[src/fib_settings.svh]
`ifndef FIB_SETTINGS_SVH
`define FIB_SETTINGS_SVH

// Name prefix width in bits
`define FIB_PREFIX_W 64

// One link byte
`define FIB_BYTE_W 8

// Bytes carried per prefix and per data payload
`define FIB_PREFIX_BYTES 8
`define FIB_DATA_BYTES 32

// Table index width, also the hash output width
`define FIB_HASH_W 10

// Prefix length field in the metadata byte, one table row per length
`define FIB_LEN_W 6
`define FIB_LENGTHS 64

// Metadata bit that marks an interest packet
`define FIB_INTEREST_BIT 6

`endif

[src/fib_hash.sv]
`timescale 1ns/1ps
`include "fib_settings.svh"

module fib_hash (
    input  logic                     clk,
    input  logic                     rst,
    input  logic [`FIB_PREFIX_W-1:0] key,
    output logic [`FIB_HASH_W-1:0]   hash
);

    // Number of full index-wide slices in the key
    localparam int SLICES = `FIB_PREFIX_W / `FIB_HASH_W;

    logic [`FIB_HASH_W-1:0] fold;

    // Fold the key into index-wide slices and XOR them together
    always_comb begin
        fold = '0;
        for (int i = 0; i < SLICES; i++) begin
            fold = fold ^ key[i*`FIB_HASH_W +: `FIB_HASH_W];
        end
        // Leftover top bits, zero-extended
        fold = fold ^ `FIB_HASH_W'(key[`FIB_PREFIX_W-1:SLICES*`FIB_HASH_W]);
    end

    // One cycle of latency from key to hash
    always_ff @(posedge clk or posedge rst) begin
        if (rst) begin
            hash <= '0;
        end else begin
            hash <= fold;
        end
    end

endmodule

[config.mk]
export PLATFORM = sky130hd
export DESIGN_NAME = fib_hash
export DESIGN_NICKNAME = d
export VERILOG_FILES = /design/src/fib_hash.sv
export VERILOG_INCLUDE_DIRS = /design/src
export SDC_FILE = /design/constraint.sdc
export NUM_CORES = 1
export LEC_CHECK = 0
export ABC_AREA = 1
export BUFFER_PORTS_ARGS = -buffer_cell sky130_fd_sc_hd__buf_2
export CAP_MARGIN = 30
export CORE_MARGIN = 10
export CORE_UTILIZATION = 47
export CTS_CLUSTER_SIZE = 20
export DETAILED_ROUTE_END_ITERATION = 8
export PLACE_DENSITY = 0.87
export SLEW_MARGIN = 20
export SYNTH_ARGS = -nofsm -noshare
export SYNTH_HDL_FRONTEND = slang
export SYNTH_SLANG_ARGS = --single-unit
[constraint.sdc]
create_clock -name clk -period 0.8 [get_ports clk]
set_input_delay 0.08 -clock clk [delete_from_list [all_inputs] [get_ports clk]]
set_output_delay 0.08 -clock clk [all_outputs]
set_load 0.02 [all_outputs]
# After elaboration in Yosys (flattened, before gate mapping)
# Cells that the tools add are included.
[classes]
bitwise = 6
[op_table]
columns = ["cell", "count"]
rows = [
  ["10-bit XOR", 5],
  ["10-bit by 4-bit XOR with 10-bit output", 1],
]
[totals]
register_bits = 10
word_cells = 7
out_inout_bits = 10

# Logic depth before layout (Yosys ltp)
# Gate-level depths: netlist of the first run.
[logic_depth]
word_depth = 6
ltp_mapped = 8

# Worst setup path after synthesis of the first run
# OpenSTA, ideal clock, no wires.
[synth_timing]
path_type = "input-to-reg"
startpoint = "input port key[10]"
endpoint = "register hash[0]"
path_slack_ns = 0.248
setup_ns = 0.116
path_stages = 6
required_ns = 0.684
arrival_time_ns = 0.436
cell_sequence = "nor2_1 nor2_1 nand2_1 nand2_1 nand2_1 nand2_1"
[synth_via]
elab_chain_len = 6
[synth_rtl]
columns = ["element", "line_no", "source"]
rows = [
  ["start, declared", "fib_hash.sv:7", "input logic [`FIB_PREFIX_W-1:0] key,"],
  ["10-bit XOR (5 in a row)", "fib_hash.sv:20", "fold = fold ^ key[i*`FIB_HASH_W +: `FIB_HASH_W];"],
  ["10-bit by 4-bit XOR with 10-bit output", "fib_hash.sv:23", "fold = fold ^ `FIB_HASH_W'(key[`FIB_PREFIX_W-1:SLICES*`FIB_HASH_W]);"],
  ["via fold[0]", "fib_hash.sv:14", "logic [`FIB_HASH_W-1:0] fold;"],
  ["end signal, assigned", "fib_hash.sv:31", "hash <= fold;"],
  ["end, declared", "fib_hash.sv:8", "output logic [`FIB_HASH_W-1:0] hash"],
]
# The timed path passes the listed nets, and every way through them passes these cells.

# Worst setup path in the final report of the first run
[layout_timing]
startpoint = "register hash[7]"
endpoint = "output port hash[7]"
# No word-level cell between the ends.

==> flow_summary.yaml, run 1 <==
timing:
  tns_ns: -0.2821
  relSlewSlack_pct: 75.00
  timing.final.ws_setup_ns: -0.03550
  drv_slew: 0
  setup_viol: 10
  fin_crit_sh_pct: 104.4
  fin_crit_ns: 0.8355
  fmax_mhz: 1197
  worst_pin_slew_ns: 0.3746
  hold_viol: 0
  grt_setup_unrepaired: "true"
power_and_ir_drop:
  irDropWorstVdd_v: 0.0007805
  power_uw: 1926
  power_leakage_uw: 0.001389
  power_per_cell_area_nw_per_um2: 1066
logic_synthesis:
  synthesis.area_sq_um: 1297
  synth_area_leader_cell: "nand2_1"
  synth_top_family_by_area: "simple AND/OR/NAND/NOR gates"
  synth_mux_area_share_pct: 0
  avgSynthCellArea_sq_um: 4.718
  synth.distinct_cells: 7
  ys_ff_latch: 10
  yosys-top-cells-area: "nand2_1 (49%), inv_1 (20%), dfrtp_1 (19%)"
  synth-xor-area-share_pct: 4.050
  yosys.area_share.simple_pct: 56.70
  synth_top_area_share_pct: 48.60
  synth_nets: 341
  synth_fa_ha_area_share_pct: 0
  synth_compound_area_share_pct: 0
  yosysSeqAreaShare_pct: 19.29
  yosys_warnings: 0
  syn-instance-count: 275
global_routing:
  grt_pass1_wl_um: 5623
  busiest_layer: "met2"
  antenna_found_initial: 0
  grt_pass1_vias: 1504
  grtUsageMet2_pct: 21.58
  grt_max_degree: 11
  grt_use_met3_pct: 5.578
  track_usage_pct: 12.18
  grt_overflow: 0
  grt_use_met1_pct: 13.10
finish:
  multi_input_area_sq_um: 788.3
  reg_top3: "hash x10"
  diodes: 0
  stdcell_count: 384
  drive_above_1_share_pct: 23.16
  nets: 422
  final_cell_mix: "nand2_1 (168), inv_1 (69), buf_2 (65)"
  regMostFlops: "hash"
  largest_reg_flops: 10
  final_common_cell: "nand2_1"
  fillers: 256
  syn_to_final_growth_pct: 39.15
  regArea_sq_um: 250.2
floorplanning:
  chipWidth_um: 72.54
  initial_core_util_pct: 50.98
  coreArea_sq_um: 2545
  rows: 18
  die_area_sq_um: 5262
  io_pins: 76
  die_y_um: 72.54
clock_network:
  root_buffer: "clkbuf_4"
  cts-htree-levels: 1
  numCtsBuffers: 3
  clkTransAtPathRegs_ns: 0.06
  clock_path_buffers: 2
  clock-sinks: 10
  cts_tree: "yes"
setup_path:
  cp_slowest_cell: "dfrtp_1"
  cp_slowest_stage_delay_ns: 0.38
  critPathTopFamily: "flip-flops"
  cp-start-kind: "flop"
  end_kind: "primary output"
  cp_max_fo: 1
  crit_arrival_ns: 0.76
  crit_required_ns: 0.72
  crit_buf_inv: 1
  critPathKind: "reg -> out"
  cp_cell_sequence: "buf_6"
routing:
  drc_errors: 0
  first_iter_violations: 23
  vias_per_cell: 4.167
  num_vias: 1600
  wl_um: 3249
  postRouteAntennaNets: 0
  firstDrtPassIters: 4
  wl_per_cell_um: 8.461
status:
  outcome: "finished, violations left"
  violations: "setup timing"
placed_design:
  io_buffers: 75
  post-place-cells: 380
  place.gp.congestion: 0.7407
  dp_hpwl_um: 2981
min_path:
  hp-class: "in -> reg"
job:
  drv_cap: 0
cell usage after synthesis:
master / count
dfrtp_1: 10
nand2_1: 168
xor2_1: 6
nand2_2: 4
nand3_1: 10
inv_1: 69
nor2_1: 8
metal layers:
| layer | routed length, um | share of wire (%) |
|---|---|---|
| met5 | 0 | 0 |
| met4 | 7 | 0.22 |
| met3 | 330 | 10 |
| met2 | 1515 | 47 |
| met1 | 1396 | 43 |
worst paths after layout:
check | to | startpoint | depth (start not counted) | slack, ns
worst max-delay path | hash[7] | hash[7] | 1 | -0.04
worst min-delay path | hash[6] | key[36] | 4 | 0.12
max in group asynchronous | hash[6] | rst | 3 | 0.16
min in group asynchronous | hash[4] | rst | 3 | 0.37
repair_timing:
item | 4_1_cts | 5_1_grt
hold buffers | 1 | 0
setup endpoints to repair | 10 | 10
gates resized for setup | 20 | 0
buffers inserted | 0 | 0
hold endpoints to repair | 10 | 0
stage by stage:
stage | util (%) | setup WS (ns) | cell area [sq um] | hold slack [ns]
2_1_floorplan | - | 0.2481 | 1297 | -0.07982
3_3_place_gp | 67.21 | 0.07932 | 1710 | 0.07286
3_5_place_dp | 67.21 | 0.05414 | 1710 | 0.06868
4_1_cts | 70.94 | -0.04305 | 1805 | 0.1211
5_1_grt | 70.94 | -0.08151 | 1805 | 0.1251
6_report | 70.94 | -0.03550 | 1805 | 0.1191
power breakdown:
group          internal [uW]  total [uW]  switching (uW)
logic                    458         994             536
registers                586         622            36.5
clock network            172         309             138
area by class of cell:
type | count | share of cell area (%)
Clock buffer | 3 | 1.247
Inverter | 69 | 14.35
Tap cell | 30 | 2.079
Multi-Input combinational cell | 196 | 43.66
Timing Repair Buffer | 76 | 24.81
Sequential cell | 10 | 13.86
cells by family after synthesis:
family / count (synthesis)
simple gates: 190
xor+xnor: 6
flops: 10
buf+inv: 69
No activity file was read; power rests on OpenSTA's default activity.
==> run 2: changes to the inputs <==
--- a/config.mk
+++ b/config.mk
@@ -9,11 +9,12 @@
 export ABC_AREA = 1
 export BUFFER_PORTS_ARGS = -buffer_cell sky130_fd_sc_hd__buf_2
 export CAP_MARGIN = 30
-export CORE_MARGIN = 10
+export CORE_MARGIN = 1
 export CORE_UTILIZATION = 47
 export CTS_CLUSTER_SIZE = 20
 export DETAILED_ROUTE_END_ITERATION = 8
 export PLACE_DENSITY = 0.87
+export SETUP_SLACK_MARGIN = 0.2
 export SLEW_MARGIN = 20
 export SYNTH_ARGS = -nofsm -noshare
 export SYNTH_HDL_FRONTEND = slang
==> run 2 against run 1 <==
The flow finishes with violations (hold timing, setup timing). Non-clock buffer count decreased by 1. Count of clock-buffer cells in the layout rose by 1. Global-route usage is 7.7 points higher. Critical path type unchanged.
==> flow_summary.yaml, run 2 (synthesis gave the netlist of run 1 again) <==
placed_design:
  place.gp.congestion: 0.6499
  io_buffers: 75
  dp_hpwl_um: 2292
  place_ws_ns: 0.06839
  dpl-instance-area_sq_um: 1710
status:
  violations: "hold timing, setup timing"
  outcome: "finished, violations left"
power_and_ir_drop:
  irDropWorstVdd_v: 0.0009455
  power_frac_comb_pct: 47.7
  power_per_cell_area_nw_per_um2: 1137
  switching_power_uw: 740.9
  seqPwrFrac_pct: 30.2
  power_uw: 2057
  netSwitchingFraction_pct: 36.03
  p_int_uw: 1316
  power_leakage_uw: 0.001392
  clockPowerShare_pct: 22.1
setup_path:
  cp_max_fo: 1
  crit_arrival_ns: 0.78
  crit_buf_inv: 1
  critPathKind: "reg -> out"
  critPathTopFamily: "flip-flops"
  cp_slowest_cell: "dfrtp_1"
  end_kind: "primary output"
  cp_cell_sequence: "buf_6"
  cp_slowest_stage_delay_ns: 0.39
  cp-start-kind: "flop"
  crit_required_ns: 0.72
floorplanning:
  die_area_sq_um: 2975
  die_y_um: 54.54
  chipWidth_um: 54.54
  initial_core_util_pct: 50.98
  io_pins: 76
  rows: 18
  coreArea_sq_um: 2545
timing:
  hold_viol: 10
  hold_slack_ns: -0.2232
  setup_viol: 10
  worst_pin_slew_ns: 0.3882
  grt_setup_unrepaired: "true"
  fin_crit_sh_pct: 108.0
  drv_slew: 0
  fin_crit_ns: 0.8642
  relSlewSlack_pct: 74.09
  fmax_mhz: 1157
  tns_ns: -0.4750
  timing.final.ws_setup_ns: -0.06416
routing:
  vias_per_cell: 4.221
  wl_per_cell_um: 6.896
  wl_um: 2648
  num_vias: 1621
  first_iter_violations: 26
  firstDrtPassIters: 4
  postRouteAntennaNets: 0
  drc_errors: 0
finish:
  diodes: 0
  final_cell_mix: "nand2_1 (168), inv_1 (69), buf_2 (65)"
  largest_reg_flops: 10
  nets: 421
  regMostFlops: "hash"
  drive_above_1_share_pct: 23.45
  fin_util_pct: 71.09
  syn_to_final_growth_pct: 39.44
  final_common_cell: "nand2_1"
  stdcell_area_sq_um: 1809
  reg_top3: "hash x10"
clock_network:
  clock-sinks: 10
  cts-htree-levels: 1
  numCtsBuffers: 3
  root_buffer: "clkbuf_4"
  cts_tree: "yes"
  clock_path_buffers: 2
  clkTransAtPathRegs_ns: 0.07
job:
  drv_cap: 0
global_routing:
  grt_overflow: 0
  grt_max_degree: 11
  track_usage_pct: 19.84
  grt_pass1_wl_um: 4333
  grt_pass1_vias: 1260
  antenna_found_initial: 0
min_path:
  hp-class: "in -> async"
==> run 2: what timing repair did <==
item,in CTS,in global routing
setup endpoints to repair,10,10
hold endpoints to repair,10,10
gates resized for setup,20,0
setup buffers,0,0
==> run 2: per-stage QoR <==
stage / cells / hold slack [ns]
CTS: 384 / -0.2109
global route: 384 / -0.1841
global placement: 380 / 0.08249
floorplan: 275 / -0.07982
finish: 384 / -0.2232
detailed placement: 380 / 0.08055
==> run 2: final cells by class <==
class	instances	area, sq um
Clock buffer	4	36.28
Multi-Input combinational cell	196	788.3
Timing Repair Buffer	75	437.9
Tap cell	30	37.54
Inverter	69	259.0
Sequential cell	10	250.2
Fill cell	242	735.7
==> run 2: layer usage <==
| layer | track usage (%) | wire length (um) | vias to the layer above |
|---|---|---|---|
| li1 | - | - | 926 |
| met2 | 41.67 | 1304 | 54 |
| met3 | 5.556 | 229 | 2 |
| met5 | 0 | 0 | - |
| met1 | 18.33 | 1102 | 639 |
| met4 | 3.846 | 11 | 0 |
==> run 2: final timing paths <==
| check | start | to | slack [ns] | cells after the start |
|---|---|---|---|---|
| hold / removal | rst | hash[1] | -0.22 | 2 |
| min in group clk | key[37] | hash[7] | 0.09 | 4 |
| setup / recovery | hash[7] | hash[7] | -0.06 | 1 |
| max in group asynchronous | rst | hash[0] | 0.74 | 2 |
==> run 2: power by group through the flow <==
stage / clock, uW / sequential, uW / combinational, uW
after floorplan: 0 / 720 / 444
after global placement: 0 / 607 / 870
after detailed placement: 0 / 609 / 895
after CTS: 468 / 620 / 990
after global routing: 491 / 630 / 1130
final: 454 / 621 / 982
