## src/fib_settings.svh

```systemverilog
`ifndef FIB_SETTINGS_SVH
`define FIB_SETTINGS_SVH

// Name prefix width in bits
`define FIB_PREFIX_W 64

// One link byte
`define FIB_BYTE_W 8

// Bytes carried per prefix and per data payload
`define FIB_PREFIX_BYTES 8
`define FIB_DATA_BYTES 32

// Table index width, also the hash output width
`define FIB_HASH_W 10

// Prefix length field in the metadata byte, one table row per length
`define FIB_LEN_W 6
`define FIB_LENGTHS 64

// Metadata bit that marks an interest packet
`define FIB_INTEREST_BIT 6

`endif

```

## src/fib_pkg.sv

```systemverilog
`include "fib_settings.svh"

package fib_pkg;

    // Incoming packet parser states
    typedef enum logic [2:0] {
        rx_idle,
        rx_meta,
        rx_prefix,
        rx_data,
        rx_wait_pit,
        rx_to_pit,
        rx_hash,
        rx_learn
    } rx_state_t;

    // Outgoing interest lookup states
    typedef enum logic [2:0] {
        lpm_idle,
        lpm_hash,
        lpm_check,
        lpm_send_meta,
        lpm_send_total,
        lpm_send_match
    } lpm_state_t;

endpackage

```

## src/fib_lpm_engine.sv

```systemverilog
`timescale 1ns/1ps
`include "fib_settings.svh"

module fib_lpm_engine
    import fib_pkg::*;
(
    input  logic                     clk,
    input  logic                     rst,
    input  logic                     lookup_start,
    input  logic [`FIB_PREFIX_W-1:0] pit_in_prefix,
    input  logic [`FIB_BYTE_W-1:0]   pit_in_metadata,
    input  logic [`FIB_HASH_W-1:0]   lookup_hash,
    input  logic                     rd_valid,
    output logic [`FIB_PREFIX_W-1:0] hash_key,
    output logic [`FIB_LEN_W-1:0]    rd_len,
    output logic [`FIB_HASH_W-1:0]   rd_hash,
    output logic                     spi_tx_valid,
    output logic [`FIB_BYTE_W-1:0]   data_fib_to_spi
);

    localparam int CNT_W = $clog2(`FIB_PREFIX_BYTES);
    localparam logic [CNT_W-1:0] PREFIX_LAST = CNT_W'(`FIB_PREFIX_BYTES - 1);

    lpm_state_t               state;
    logic [`FIB_LEN_W-1:0]    len;
    logic [CNT_W-1:0]         byte_cnt;
    logic [`FIB_BYTE_W-1:0]   meta_reg;
    logic [`FIB_PREFIX_W-1:0] total_sr;
    logic [`FIB_PREFIX_W-1:0] work_prefix;
    logic                     found;

    // Stop on a hit or once the shortest length has been tried
    assign found = rd_valid || (len == '0);

    // Control path and SPI output
    always_ff @(posedge clk or posedge rst) begin
        if (rst) begin
            state           <= lpm_idle;
            len             <= '0;
            byte_cnt        <= '0;
            spi_tx_valid    <= 1'b0;
            data_fib_to_spi <= '0;
        end else begin
            spi_tx_valid <= 1'b0;
            case (state)
                lpm_idle: begin
                    if (lookup_start) begin
                        len   <= pit_in_metadata[`FIB_LEN_W-1:0];
                        state <= lpm_hash;
                    end
                end
                lpm_hash: begin
                    state <= lpm_check;
                end
                lpm_check: begin
                    if (found) begin
                        state <= lpm_send_meta;
                    end else begin
                        // Try one bit shorter
                        len   <= len - 1'b1;
                        state <= lpm_hash;
                    end
                end
                lpm_send_meta: begin
                    spi_tx_valid    <= 1'b1;
                    data_fib_to_spi <= meta_reg;
                    byte_cnt        <= '0;
                    state           <= lpm_send_total;
                end
                lpm_send_total: begin
                    spi_tx_valid    <= 1'b1;
                    data_fib_to_spi <= total_sr[`FIB_PREFIX_W-1 -: `FIB_BYTE_W];
                    byte_cnt        <= byte_cnt + 1'b1;
                    if (byte_cnt == PREFIX_LAST) begin
                        state <= lpm_send_match;
                    end
                end
                lpm_send_match: begin
                    spi_tx_valid    <= 1'b1;
                    data_fib_to_spi <= work_prefix[`FIB_PREFIX_W-1 -: `FIB_BYTE_W];
                    byte_cnt        <= byte_cnt + 1'b1;
                    if (byte_cnt == PREFIX_LAST) begin
                        state <= lpm_idle;
                    end
                end
                default: begin
                    state <= lpm_idle;
                end
            endcase
        end
    end

    // Sampled request and working prefix
    always_ff @(posedge clk) begin
        case (state)
            lpm_idle: begin
                if (lookup_start) begin
                    meta_reg    <= pit_in_metadata;
                    total_sr    <= pit_in_prefix;
                    work_prefix <= pit_in_prefix;
                end
            end
            lpm_check: begin
                // Bit zero is never cleared
                if (!found) begin
                    work_prefix[len] <= 1'b0;
                end
            end
            lpm_send_total: begin
                total_sr <= total_sr << `FIB_BYTE_W;
            end
            lpm_send_match: begin
                work_prefix <= work_prefix << `FIB_BYTE_W;
            end
            default: begin
                work_prefix <= work_prefix;
            end
        endcase
    end

    // Working prefix feeds the hash unit, its result comes back in the check state
    assign hash_key = work_prefix;
    assign rd_len   = len;
    assign rd_hash  = lookup_hash;

endmodule

```

## config.mk

```make
export PLATFORM = sky130hd
export DESIGN_NAME = fib_lpm_engine
export DESIGN_NICKNAME = d
export VERILOG_FILES = /design/src/fib_pkg.sv /design/src/fib_lpm_engine.sv
export VERILOG_INCLUDE_DIRS = /design/src
export SDC_FILE = /design/constraint.sdc
export NUM_CORES = 1
export LEC_CHECK = 0
export BUFFER_PORTS_ARGS = -buffer_cell sky130_fd_sc_hd__buf_2
export CORE_ASPECT_RATIO = 1.1
export CORE_MARGIN = 3
export CORE_UTILIZATION = 35
export CTS_CLUSTER_SIZE = 20
export DETAILED_ROUTE_END_ITERATION = 7
export GPL_TIMING_DRIVEN = 0
export HOLD_SLACK_MARGIN = 0.03
export PLACE_DENSITY_LB_ADDON = 0.2
export SLEW_MARGIN = 20
export SYNTH_ARGS = -nofsm -noshare
export SYNTH_HDL_FRONTEND = slang
export SYNTH_SLANG_ARGS = --single-unit
```

## constraint.sdc

```tcl
create_clock -name clk -period 7.3 [get_ports clk]
set_input_delay 0.365 -clock clk [delete_from_list [all_inputs] [get_ports clk]]
set_output_delay 0.365 -clock clk [all_outputs]
set_load 0.05 [all_outputs]
```

# After elaboration in Yosys (flattened, before gate mapping)
# Index checks and enable logic that the tools add are counted.
# totals
output_inout_bits	89
ff_bits	157
word_cells	57
# classes
magnitude_cmp	2
n_eq_ne	10
bitwise	2
n_reduce_logical	16
n_addsub	2
mux	17
# op_table
cell	count
one-hot mux 64 bit (3 select lines)	1
two-way mux 64 bit	2
one-hot mux 64 bit (2 select lines)	1
AND 64 bit	1
inverter 64 bit	1
one-hot mux 8 bit (3 select lines)	1
one-hot mux 3 bit (6 select lines)	1
two-way mux 6 bit	2
one-hot mux 6 bit (2 select lines)	1
== test 3 bit (second input constant)	3
two-way mux 3 bit	3
AND reduction 3 bit	3
!= test 2 bit (second input constant)	4
less-than comparator 6 x 7 -> 1 bit (second input constant)	1
demux 1 bit (select 6 bit)	1
== test 3 x 2 -> 1 bit (second input constant)	2
>= comparator 6 x 1 -> 1 bit (second input constant)	1
zero test 6 bit	1
one-hot mux 3 bit (2 select lines)	1
nonzero test 2 bit	3
nonzero test 3 bit	2
subtractor 6 x 1 -> 6 bit (second input constant)	1
AND reduction 2 bit	2
adder 3 x 1 -> 3 bit (second input constant)	1
other kinds (8)	9

# Logic depth before layout (Yosys ltp)
# depth
depth_word	8
depth_mapped	7
mapped_depth_nobuf	6

# Least setup slack after synthesis
# Ideal clock, no wire load.
# synth_path
path_kind	register to register
startpoint	register state[1]
endpoint	register work_prefix[0] (netlist: hash_key[0]), enable pin
stages_incl_launch_ff	6
period_less_slack_ns	6.122
t_arrival_ns	5.547
required_time_ns	6.725
n_path_buf	3
path_slack_ns	1.178
path_cell_list	dfrtp_1 buf_2 nand2b_1 buf_2 buf_1 o21ai_0
# synth_between
elab_chain_cells	3
# synth_rtl
element	line	text
start: declaration	fib_lpm_engine.sv:24	lpm_state_t state;
start signal: assignment	fib_lpm_engine.sv:38	state <= lpm_idle;
start signal: assignment	fib_lpm_engine.sv:49	state <= lpm_hash;
start signal: assignment	fib_lpm_engine.sv:53	state <= lpm_check;
== test 3 x 2 -> 1 bit, or another cell as far along	fib_lpm_engine.sv:95	case (state)
!= test 2 bit (no source line) / nonzero test 3 bit (equally long branches)	-	
AND reduction 3 bit (no source line) (*)	-	
end signal: assignment	fib_lpm_engine.sv:100	work_prefix <= pit_in_prefix;
end signal: assignment	fib_lpm_engine.sv:113	work_prefix <= work_prefix << `FIB_BYTE_W;
end signal: assignment	fib_lpm_engine.sv:116	work_prefix <= work_prefix;
end: declaration	fib_lpm_engine.sv:29	logic [`FIB_PREFIX_W-1:0] work_prefix;
# Mark *: on every way between the ends. The rest lies on a longest branch, timed or not.
# A chain may end at the register's enable or synchronous reset.

# Worst setup path in the final report
# layout_path
startpoint	register state[2]
endpoint	register total_sr[11], enable pin
# layout_between
elab_chain_cells	3
# layout_rtl
element	line	text
== test 3 bit / zero test 3 bit (equally long branches)	fib_lpm_engine.sv:95	
nonzero test 2 bit (no source line) / != test 2 bit (equally long branches)	-	
AND reduction 2 bit (no source line) (*)	-	
end signal: assignment	fib_lpm_engine.sv:99	total_sr <= pit_in_prefix;
end signal: assignment	fib_lpm_engine.sv:110	total_sr <= total_sr << `FIB_BYTE_W;
end: declaration	fib_lpm_engine.sv:28	logic [`FIB_PREFIX_W-1:0] total_sr;
# Marks and branches as above.

==> metrics.md <==
| Metric | Value |
|---|---|
| Status | `complete, no violations` |
| First-pass GRT wire length | `38.3 mm` |
| Diode count | `0` |
| Syn nets | `around 680` |
| Setup WS pre-CTS | `around 4500 ps` |
| Final setup margin | `~4500 ps` |
| HPWL Detailed | `between 15 and 20 mm` |
| Fin util | `0.457` |
| Fin crit share | `0.385` |
| Die ar. | `approximately 23000 um^2` |
| Post-CTS sizing | `0` |
| CTS Root Cell | `clkbuf_16` |
| Synth cell count leaders | `edfxtp_1, nand2_1, a21oi_1` |
| Met2 WL | `about 12 mm` |
| Crit-path cells | `clkbuf_1 -> nand2b_1 -> buf_2 -> buf_1 -> o22ai_4 -> buf_16 -> buf_16 -> buf_16` |
| Hold-fix buffers, CTS | `0` |
| Crit-path most repeated cell | `buf_16` |
| GPL Wtd Cong | `0.858` |
| Static Leak | `0.00365 uW` |
| Critical path peak fanout | `19` |
| Adder-cell share of the synthesized area | `0.00663` |
| Part of the power in registers | `0.345` |
| Vias per cell | `5.73` |
| Overall Global Routing Usage | `0.218` |
| Drt first-iter violations | `between 600 and 700` |
| Synth cell types | `between 40 and 50` |
| CP peak stage delay | `570 ps` |
| CP arrival | `~3000 ps` |
| Req. time, crit path | `7440 ps` |
| IR drop worst, VDD | `approximately 0.23 mV` |
| Most common cell in the netlist | `edfxtp_1` |
| Final TNS setup | `0 ps` |
| CTS buffer count | `17` |
| Worst skew pair latency | `430 ps` |
| RSZ-0062 raised after global routing | `no` |
| Largest area contributor in the netlist | `edfxtp_1` |
| Combinational Power Share | `0.482` |
| Fillers | `between 1500 and 2000` |
| Met3 wire length | `2.39 mm` |
| Clk sink count | `157` |
| Post-synthesis mux area share | `0.0869` |
| DRT Pass-1 Iters | `5` |
| Top FF cell, synth | `edfxtp_1` |
| Net count, final | `just under 900` |
| Die width | `approximately 150 um` |
| Total power | `5030 uW` |
| Initial Util | `0.362` |
| Post-synthesis xor/xnor area fraction | `0.00232` |
| # setup viols final | `0` |
| Post-Synth Simple-Gate Area | `0.0725` |
| Synth warn | `0` |
| Internal power | `2670 uW` |
| Mean Syn Cell Area | `between 10 and 15 um^2` |
| Worst Tran Pin Value | `1020 ps` |
| Main combinational cell family by area after synthesis | `compound AO/OA/AOI/OAI gates` |
| Synth area leaders | `edfxtp_1, mux2_2, a221o_1` |
| Antenna violations before repair | `1` |
| Area growth, synth to finish | `26.3%` |
| Fin area | `9530 um^2` |
| Cells after Synth | `slightly below 600` |
| CP Class | `reg -> reg` |
| Register area share after synthesis | `0.611` |
| CP bufs+invs | `6` |
| Core area | `20900 um^2` |
| EDFF count, synth | `136` |
| Clock Power Share | `0.173` |
| Hold WC Path Type | `in -> async` |
| Family with the most delay on the worst path | `buffers and inverters` |
| Grt ovf | `0` |
| Final wirelength | `~26 mm` |
| Routed length per placed instance | `roughly 24 um` |
| Synth Area in Compound Gates | `0.179` |
| Fin. Hold Viols | `0` |
| FMAX | `356 MHz` |
| CTS H-tree depth | `4` |
| Setup Buffers After CTS | `0` |
| Cell Area, Synth | `7540 um^2` |
| Worst R2R Setup Slack | `approximately 4500 ps` |
| Top Layer Used | `met5` |
| Port Buffers | `164` |
| Sw Ratio | `0.469` |
| M1 WL | `roughly 11 mm` |
| Largest net degree at the start of global routing | `22` |
| Final worst path period need | `2810 ps` |
| DRC | `0` |
| Vias in the first global route | `6101` |
| CTS tree | `done` |
| Slew HR | `0.313` |
| Crit path capture type | `flip-flop` |
| Ratio of cells with drive above 1 in the final layout | `0.391` |
| Share of the synthesized area in the top cell type | `0.541` |
| Routed Antenna Nets | `0` |
| Bufs on Longest Clock Path | `2` |
| Flops & latches, synth | `157` |
| Pwr per Cell Area | `between 500 and 600 nW/um^2` |
| Total number of vias | `6162` |
| Max Cap Viol | `0` |
| Switch Pwr | `~2400 uW` |
| Pins over their slew limit | `0` |
| Slowest CP cell | `o22ai_4` |
| Boundary Pins | `175` |
| Die Y | `160 um` |
| FP Rows | `55` |
| Worst-path clk slew | `70 ps` |
| Ys async rst share | `0.134` |
| Area post-placement | `8960 um^2` |
| Fin Clk Skew | `8.85 ps` |
| Worst setup SP type | `flip-flop` |
area by class of cell:
cell class,count,area [um^2],area share
buffer,56,282,0.0295
clock buffer,18,429,0.0450
clock inverter,14,134,0.0140
inverter,9,33.8,0.00354
multi-input combinational,365,2690,0.282
sequential,157,4610,0.484
tap,285,357,0.0374
timing repair buffer,172,1000,0.105
routing by layer:
metal	up-vias	global-route usage
li1	2695	-
met5	-	0
met3	45	0.0511
met1	3039	0.290
met4	2	0.0843
met2	381	0.347
kinds of logic (layout without fill, tap and decap cells):
family | count (synthesis) | after routing
AO/OA/AOI/OAI | 183 | 183
flip-flops | 157 | 157
AND/OR/NAND/NOR | 118 | 118
buffers and inverters | 65 | 269
multiplexers | 58 | 58
adder cells (fa/ha/maj) | 4 | 4
XOR/XNOR | 2 | 2
metrics by stage:
stage	hold WS (ps)	std cells
6_report	94.3	1076
2_1_floorplan	342	587
5_1_grt	95.1	1076
4_1_cts	95.9	1076
3_3_place_gp	498	1036
3_5_place_dp	511	1044
layout by cell type, fill, tap and decap left out, drive strengths merged, types with 5 or more instances in the layout:
| cell | n |
|---|---|
| edfxtp | 136 |
| a32o | 8 |
| nor3 | 11 |
| nand2 | 68 |
| nor2 | 13 |
| clkbuf | 33 |
| a21oi | 63 |
| nor2b | 9 |
| o221ai | 10 |
| dfrtp | 21 |
| buf | 213 |
| mux2 | 57 |
| o22ai | 11 |
| o21a | 10 |
| inv | 15 |
| o21ai | 17 |
| a221o | 56 |
| clkinvlp | 5 |
power groups by stage:
stage	registers, uW	clock network, uW	logic, uW
6_report	1740	868	2420
5_1_grt	1770	913	2540
4_1_cts	1730	879	2420
3_5_place_dp	1750	0	2410
3_3_place_gp	1830	0	2220
2_1_floorplan	2400	0	926
worst paths after layout:
path	startpoint	endpoint	cells after the start
hold / removal	rst	rd_len[0]	2
hold reg to reg	data_fib_to_spi[4]	data_fib_to_spi[4]	1
min in group clk	pit_in_metadata[7]	meta_reg[7]	1
setup reg to reg	state[2]	total_sr[11]	8
max in group asynchronous	rst	data_fib_to_spi[4]	2
setup / recovery	state[2]	total_sr[11]	8
Note: power is estimated with default switching activity, not from simulation.
