## src/fib_settings.svh

```systemverilog
`ifndef FIB_SETTINGS_SVH
`define FIB_SETTINGS_SVH

// Name prefix width in bits
`define FIB_PREFIX_W 64

// One link byte
`define FIB_BYTE_W 8

// Bytes carried per prefix and per data payload
`define FIB_PREFIX_BYTES 8
`define FIB_DATA_BYTES 32

// Table index width, also the hash output width
`define FIB_HASH_W 10

// Prefix length field in the metadata byte, one table row per length
`define FIB_LEN_W 6
`define FIB_LENGTHS 64

// Metadata bit that marks an interest packet
`define FIB_INTEREST_BIT 6

`endif

```

## src/fib_pkg.sv

```systemverilog
`include "fib_settings.svh"

package fib_pkg;

    // Incoming packet parser states
    typedef enum logic [2:0] {
        rx_idle,
        rx_meta,
        rx_prefix,
        rx_data,
        rx_wait_pit,
        rx_to_pit,
        rx_hash,
        rx_learn
    } rx_state_t;

    // Outgoing interest lookup states
    typedef enum logic [2:0] {
        lpm_idle,
        lpm_hash,
        lpm_check,
        lpm_send_meta,
        lpm_send_total,
        lpm_send_match
    } lpm_state_t;

endpackage

```

## src/fib_rx_parser.sv

```systemverilog
`timescale 1ns/1ps
`include "fib_settings.svh"

module fib_rx_parser
    import fib_pkg::*;
(
    input  logic                     clk,
    input  logic                     rst,
    input  logic                     rx_valid,
    input  logic [`FIB_BYTE_W-1:0]   data_spi_to_fib,
    input  logic                     rejected,
    input  logic                     start_send_to_pit,
    input  logic [`FIB_HASH_W-1:0]   learn_hash,
    output logic                     prefix_ready,
    output logic [`FIB_PREFIX_W-1:0] pit_out_prefix,
    output logic [`FIB_BYTE_W-1:0]   pit_out_metadata,
    output logic [`FIB_BYTE_W-1:0]   data_fib_to_pit,
    output logic [`FIB_PREFIX_W-1:0] hash_key,
    output logic                     learn_we,
    output logic [`FIB_LEN_W-1:0]    learn_len
);

    // Counter wide enough for the payload, reused for the prefix
    localparam int CNT_W = $clog2(`FIB_DATA_BYTES);
    localparam int PAYLOAD_W = `FIB_DATA_BYTES * `FIB_BYTE_W;
    localparam logic [CNT_W-1:0] PREFIX_LAST = CNT_W'(`FIB_PREFIX_BYTES - 1);
    localparam logic [CNT_W-1:0] DATA_LAST = CNT_W'(`FIB_DATA_BYTES - 1);

    rx_state_t               state;
    logic [CNT_W-1:0]        byte_cnt;
    logic [`FIB_BYTE_W-1:0]  meta_reg;
    logic [`FIB_PREFIX_W-1:0] prefix_sr;
    logic [PAYLOAD_W-1:0]    payload_sr;
    logic [`FIB_PREFIX_W-1:0] prefix_next;

    // Prefix arrives MSB first, shift each byte in at the bottom
    assign prefix_next = {prefix_sr[`FIB_PREFIX_W-`FIB_BYTE_W-1:0], data_spi_to_fib};

    // Control path and registered outputs
    always_ff @(posedge clk or posedge rst) begin
        if (rst) begin
            state            <= rx_idle;
            byte_cnt         <= '0;
            prefix_ready     <= 1'b0;
            pit_out_prefix   <= '0;
            pit_out_metadata <= '0;
            data_fib_to_pit  <= '0;
        end else begin
            // PIT strobe lasts a single cycle
            prefix_ready <= 1'b0;
            case (state)
                rx_idle: begin
                    if (rx_valid) begin
                        state <= rx_meta;
                    end
                end
                rx_meta: begin
                    byte_cnt <= '0;
                    state    <= rx_prefix;
                end
                rx_prefix: begin
                    byte_cnt <= byte_cnt + 1'b1;
                    if (byte_cnt == PREFIX_LAST) begin
                        byte_cnt <= '0;
                        if (meta_reg[`FIB_INTEREST_BIT]) begin
                            // Interest is complete, hand it to the PIT and learn it
                            prefix_ready     <= 1'b1;
                            pit_out_prefix   <= prefix_next;
                            pit_out_metadata <= meta_reg;
                            state            <= rx_hash;
                        end else begin
                            state <= rx_data;
                        end
                    end
                end
                rx_data: begin
                    byte_cnt <= byte_cnt + 1'b1;
                    if (byte_cnt == DATA_LAST) begin
                        // Whole data packet held, ask the PIT whether it wants it
                        prefix_ready     <= 1'b1;
                        pit_out_prefix   <= prefix_sr;
                        pit_out_metadata <= meta_reg;
                        state            <= rx_wait_pit;
                    end
                end
                rx_wait_pit: begin
                    // Rejection has priority over an accept in the same cycle
                    if (rejected) begin
                        state <= rx_hash;
                    end else if (start_send_to_pit) begin
                        byte_cnt <= '0;
                        state    <= rx_to_pit;
                    end
                end
                rx_to_pit: begin
                    // One payload byte per cycle, MSB first
                    data_fib_to_pit <= payload_sr[PAYLOAD_W-1 -: `FIB_BYTE_W];
                    byte_cnt        <= byte_cnt + 1'b1;
                    if (byte_cnt == DATA_LAST) begin
                        state <= rx_hash;
                    end
                end
                rx_hash: begin
                    // Hash unit registers the prefix this cycle
                    state <= rx_learn;
                end
                rx_learn: begin
                    state <= rx_idle;
                end
                default: begin
                    state <= rx_idle;
                end
            endcase
        end
    end

    // Packet contents
    always_ff @(posedge clk) begin
        case (state)
            rx_meta: begin
                meta_reg <= data_spi_to_fib;
            end
            rx_prefix: begin
                prefix_sr <= prefix_next;
            end
            rx_data: begin
                payload_sr <= {payload_sr[PAYLOAD_W-`FIB_BYTE_W-1:0], data_spi_to_fib};
            end
            rx_to_pit: begin
                payload_sr <= payload_sr << `FIB_BYTE_W;
            end
            default: begin
                payload_sr <= payload_sr;
            end
        endcase
    end

    // Prefix stays put from its last byte until the learning write
    assign hash_key = prefix_sr;

    // Learning write in the cycle after the hash is taken
    assign learn_we  = (state == rx_learn);
    assign learn_len = meta_reg[`FIB_LEN_W-1:0];

endmodule

```

## config.mk

```make
export PLATFORM = sky130hd
export DESIGN_NAME = fib_rx_parser
export DESIGN_NICKNAME = d
export VERILOG_FILES = /design/src/fib_pkg.sv /design/src/fib_rx_parser.sv
export VERILOG_INCLUDE_DIRS = /design/src
export SDC_FILE = /design/constraint.sdc
export NUM_CORES = 1
export LEC_CHECK = 0
export BUFFER_PORTS_ARGS = -buffer_cell sky130_fd_sc_hd__buf_4
export CORE_MARGIN = 2
export CORE_UTILIZATION = 60
export CTS_CLUSTER_DIAMETER = 150
export DETAILED_ROUTE_END_ITERATION = 10
export PLACE_DENSITY = 0.91
export SYNTH_ARGS = -nofsm -noshare
export SYNTH_HDL_FRONTEND = slang
export SYNTH_SLANG_ARGS = --single-unit
```

## constraint.sdc

```tcl
create_clock -name clk -period 20.2 [get_ports clk]
set_clock_uncertainty 0.05 [all_clocks]
set_input_delay 3.03 -clock clk [delete_from_list [all_inputs] [get_ports clk]]
set_output_delay 3.03 -clock clk [all_outputs]
set_load 0.01 [all_outputs]
```

; ---- Word-level counts from Yosys, hierarchy flattened
; Index checks and enable logic that the tools add are counted.
[word_totals]
out_inout_bits = 152
reg_bits = 417
input_bits = 23
[classes]
n_reduce_logical = 8
n_mux = 25
n_eq_ne = 17
add_sub_neg = 1
[ops]
columns = cell, count
row1 = case mux 256 bit (2 select lines), 1
row2 = 2-to-1 mux 64 bit, 3
row3 = case mux 64 bit (2 select lines), 1
row4 = 2-to-1 mux 8 bit, 3
row5 = case mux 3 bit (8 select lines), 1
row6 = 2-to-1 mux 3 bit, 7
row7 = case mux 5 bit (4 select lines), 1
row8 = case mux 8 bit (2 select lines), 1
row9 = 2-to-1 mux 5 bit, 3
row10 = "!= test 2 bit, second input constant", 7
row11 = "== test 3 bit, second input constant", 4
row12 = "== test 3 x 2 -> 1 bit, second input constant", 2
row13 = "adder 5 x 1 -> 5 bit, second input constant", 1
row14 = "== test 5 x 3 -> 1 bit, second input constant", 1
row15 = "== test 5 bit, second input constant", 1
row16 = AND reduction 5 bit, 1
row17 = AND reduction 4 bit, 1
row18 = nonzero test 2 bit, 2
row19 = nonzero test 4 bit, 1
row20 = "== test 3 x 1 -> 1 bit, second input constant", 1
row21 = logical NOT 3 bit, 1
row22 = 2-to-1 mux 1 bit, 3
row23 = "!= test 3 bit, second input constant", 1
row24 = AND reduction 3 bit, 1
row25 = other kinds (2), 2

; ---- Logic depth before layout (Yosys ltp)
[depth]
depth_word = 4
mapped_depth = 8
mapped_depth_nobuf = 6

; ---- Worst setup path before layout
; Ideal clock, no wire load.
[synth_path]
path_type = reg-to-reg
startpoint = register state[2]
endpoint = register payload_sr[0] (enable)
path_stages_with_launch = 5
synth_period_minus_slack_ns = 6.495
setup_slack_ns = 13.705
setup_time_ns = 0.606
t_arrival_ns = 5.839
cell_sequence = dfrtp_1 buf_2 xor2_1 nand2_1 inv_1
[synth_via]
elab_chain_cells = 2
[synth_rtl]
columns = element, line
row1 = from (decl), fib_rx_parser.sv:29  ; rx_state_t state;
row2 = from (signal assigned), fib_rx_parser.sv:42  ; state <= rx_idle;
row3 = from (signal assigned), fib_rx_parser.sv:54  ; state <= rx_meta;
row4 = from (signal assigned), fib_rx_parser.sv:59  ; state <= rx_prefix;
row5 = == test 3 bit / == test 3 x 2 -> 1 bit (equally long branches), fib_rx_parser.sv:119  ; case (state)
row6 = nonzero test 2 bit (no line) *, -
row7 = to (signal assigned), fib_rx_parser.sv:127  ; payload_sr <= {payload_sr[PAYLOAD_W-`FIB_BYTE_W-1:0], data_spi_to_fib};
row8 = to (signal assigned), fib_rx_parser.sv:130  ; payload_sr <= payload_sr << `FIB_BYTE_W;
row9 = to (signal assigned), fib_rx_parser.sv:133  ; payload_sr <= payload_sr;
row10 = to (decl), fib_rx_parser.sv:33  ; logic [PAYLOAD_W-1:0] payload_sr;
; Mark *: on every way between the ends. The rest lies on a longest branch, timed or not.
; A chain may end at the register's enable or synchronous reset.

; ---- Worst setup path after layout
[layout_path]
startpoint = register state[2]
endpoint = output port learn_we
[layout_via]
elab_chain_cells = 1
[layout_rtl]
columns = element, line
row1 = == test 3 bit, fib_rx_parser.sv:142  ; assign learn_we = (state == rx_learn);
row2 = to (decl), fib_rx_parser.sv:19  ; output logic learn_we,
; No other way between the ends.

==> results.md <==
* Status: finished clean
* Slew @ Worst Pin at 1.26 ns
* Die height at between 150 and 200 um
* Syn_area_per_cell at 19.6 um^2
* Post-CTS Resized at 0
* Routed len/inst at 20.8 um
* Max transition margin at about 16%
* Worst IR Drop VDD at between 0.0001 and 0.00015 V
* Fin crit share at about 23%
* Biggest register: payload_sr
* PortBufs at 164
* Core area at 23300 um^2
* Synth cell types at 37
* CP Launch Type: flip-flop
* TritonCTS clock tree: built
* DP HPWL at 14700 um
* Total GRT Usage at between 20% and 30%
* Bufs and invs on worst path at 1
* WL final at between 20000 and 30000 um
* Unrepaired setup endpoints after global routing: false
* Residual DRC count at 0
* Crit Path Max Fanout at 13
* Share of layout cells above drive strength 1 at around a quarter
* I/O pin count at approximately 180
* Post-CTS Hold Buffers at 0
* Tmin final at roughly 4.6 ns
* Final net count at ~920
* DRT antenna net count at 0
* Final hold violation count at 0
* Switching power at 0.000728 W
* DP Area at around 16000 um^2
* CP arrival at approximately 1.5 ns
* Fmax at approximately 0.22 GHz
* Pin count of the biggest net entering global routing at ~180
* Max reg flops at between 200 and 300
* CP Cell Sequence: and3_1 > buf_4
* Net Sw Frac at 27.1%
* Power Density at 161 nW/um^2
* Std cell rows at 56
* Design area at 16700 um^2
* Die area at 24700 um^2
* Post-synth top area share at between 70% and 80%
* Fin Setup TNS at 0 ns
* P&R area growth vs syn at 19.0%
* Mapped Area at 14100 um^2
* Vias/cell at 5.49
* Yosys reg bits at 417
* Combinational fraction of design power at ~17%
* CP Capture Type: output pin
* Clock buffer depth at 3
* CTS Root Cell: clkbuf_16
* Reg clk slew, reported paths at 0.07 ns
* Count of final setup violators at 0
* Clock power share at about 25%
* CTS H-tree lvls at 2
* Clock Sinks at around 420
* Slew Limit Fails at 0
* Number of global-route vias before repair at a little under 7000
* Synthesis Warnings at 0
* Net count after synthesis at 744
* Iter 0 DRT Violations at just over 600
* Worst min path class: flip-flop to flip-flop
* Sequential-to-total area share from yosys stat at a little under nine tenths
* GP Congestion at between 0.7 and 0.8
* Synth area leaders: edfxtp_1 70%, dfrtp_1 16%, mux2i_1 4.6%, o21ai_0 1.9%, nand2_1 1.8%
* Internal at 0.00196 W
* Syn Inst Count at 719
* Worst endpoint required time at ~17 ns
* Die Width at between 150 and 200 um
* Post-synth EDFFs at between 300 and 400
* Total number of vias at about 6800
* Global-route wire length before repair at about 39000 um
* Slowest-stage cell, CP: dfrtp_1
* Max Cap Violations at 0
* Synth area leader: edfxtp_1
* WS Path Type: flip-flop to output pin
* Number of iterations in the first detailed-routing pass at 5
* Number of antenna violations at the first check in global routing at 0
* Finished Core Util at ~70%
* Post-CTS setup buffers at 0
* Ys async rst share at about a fifth
* Initial Util at 60.5%
* Total CTS buffers at 38
* Pleak at between 6 and 7 nW
* Reg power frac at between 50% and 60%
* Worst-Skew Late Latency at a little over 0.5 ns
* Critical Path Max Stage Delay at roughly 0.6 ns
* Main synth FF type: edfxtp_1
* Overflow after GRT at 0
* CP top delay family: flip-flops
* Fill cells at about 1300
routing by layer:
metal / track usage [%] / vias up / part of all wire (%)
met1: 27.0 / 3469 / 39
met3: 5.53 / 62 / 6.6
met2: 34.8 / 243 / 51
met5: 0 / - / 0
li1: - / 3058 / -
met4: 8.18 / 0 / 3.9
power by group through the flow:
stage | registers [W] | logic (W) | clock network, W
floorplan | 0.00160 | 0.000249 | 0
global placement | 0.00154 | 0.000425 | 0
detailed placement | 0.00157 | 0.000447 | 0
CTS | 0.00156 | 0.000452 | 0.000691
global route | 0.00159 | 0.000490 | 0.000723
finish | 0.00156 | 0.000448 | 0.000681
stage by stage:
stage / worst slack, ns / instances / hold WS, ns / total power [W]
after floorplan: 13.70 / 719 / 0.350 / 0.00185
after global routing: 15.49 / 1244 / 0.366 / 0.00281
final: 15.60 / 1245 / 0.355 / 0.00269
after detailed placement: 15.62 / 1175 / 0.355 / 0.00201
after global placement: 15.77 / 1175 / 0.352 / 0.00196
after CTS: 15.59 / 1244 / 0.357 / 0.00271
kinds of logic after synthesis:
kind of cell               Yosys count  share of synthesized area, %
buffers and inverters               37                          1.41
AOI/OAI and AO/OA                   83                          3.30
and+or+nand+nor                     97                          3.19
DFF                                417                          85.9
muxes                               82                          6.00
adders and majority gates            2                         0.178
xor gates and xnor gates             1                        0.0623
final timing paths:
kind                       cells after the start  slack (ns)                   to            from
max                                            2       15.60             learn_we        state[2]
max reg2reg                                    4       16.62       payload_sr[63]        state[2]
min                                            0        0.36       payload_sr[89]  payload_sr[81]
min reg2reg                                    0        0.36       payload_sr[89]  payload_sr[81]
max in group asynchronous                      3       16.39  pit_out_metadata[3]             rst
min in group asynchronous                      2        2.51   data_fib_to_pit[7]             rst
cell usage in the layout, fill, tap and decap left out, types with 2 or more instances in the layout:
cell type,instances
a22o_1,2
nand2_1,69
clkbuf_1,11
clkinv_1,9
edfxtp_1,328
ha_1,2
a31oi_1,3
a21oi_1,4
nor3b_1,2
and2_1,9
mux2_1,6
and3_1,2
nor2_1,4
clkinv_2,6
o21ai_1,13
nor2b_1,3
mux2_2,12
dfrtp_1,89
mux2i_1,64
bufinv_16,2
clkbuf_16,39
clkbuf_8,2
o21ai_0,54
buf_4,169
inv_1,3
worst register-to-register path: stages (launching register included):
cell and delay (ns):
dfrtp_1 0.61, xor2_1 0.31, nand2_1 0.29, inv_8 0.85
buf_4 1.03
final cells by class:
class                   count  area (um^2)  area share (%)
repair buffers            169         1270            7.58
inverters                   5         27.5           0.164
flip-flops and latches    417        12100            72.1
well taps                 319          399            2.38
diodes                      1         2.50          0.0149
multi-input cells         265         1790            10.7
clock buffers              52         1040            6.24
clock inverters            17          128           0.762
cell usage after synthesis, types with 2 or more instances:
cell	instances
ha_1	2
mux2_2	12
nor2b_1	3
a22o_1	2
a21oi_1	4
nand2_1	69
and3_1	2
o21ai_1	13
nor2_1	4
clkbuf_1	9
mux2i_1	64
mux2_1	6
and2_1	9
a31oi_1	3
nor3b_1	2
edfxtp_1	328
dfrtp_1	89
buf_4	12
o21ai_0	54
inv_1	5
buf_2	11
Note: power is estimated with default switching activity, not from simulation.
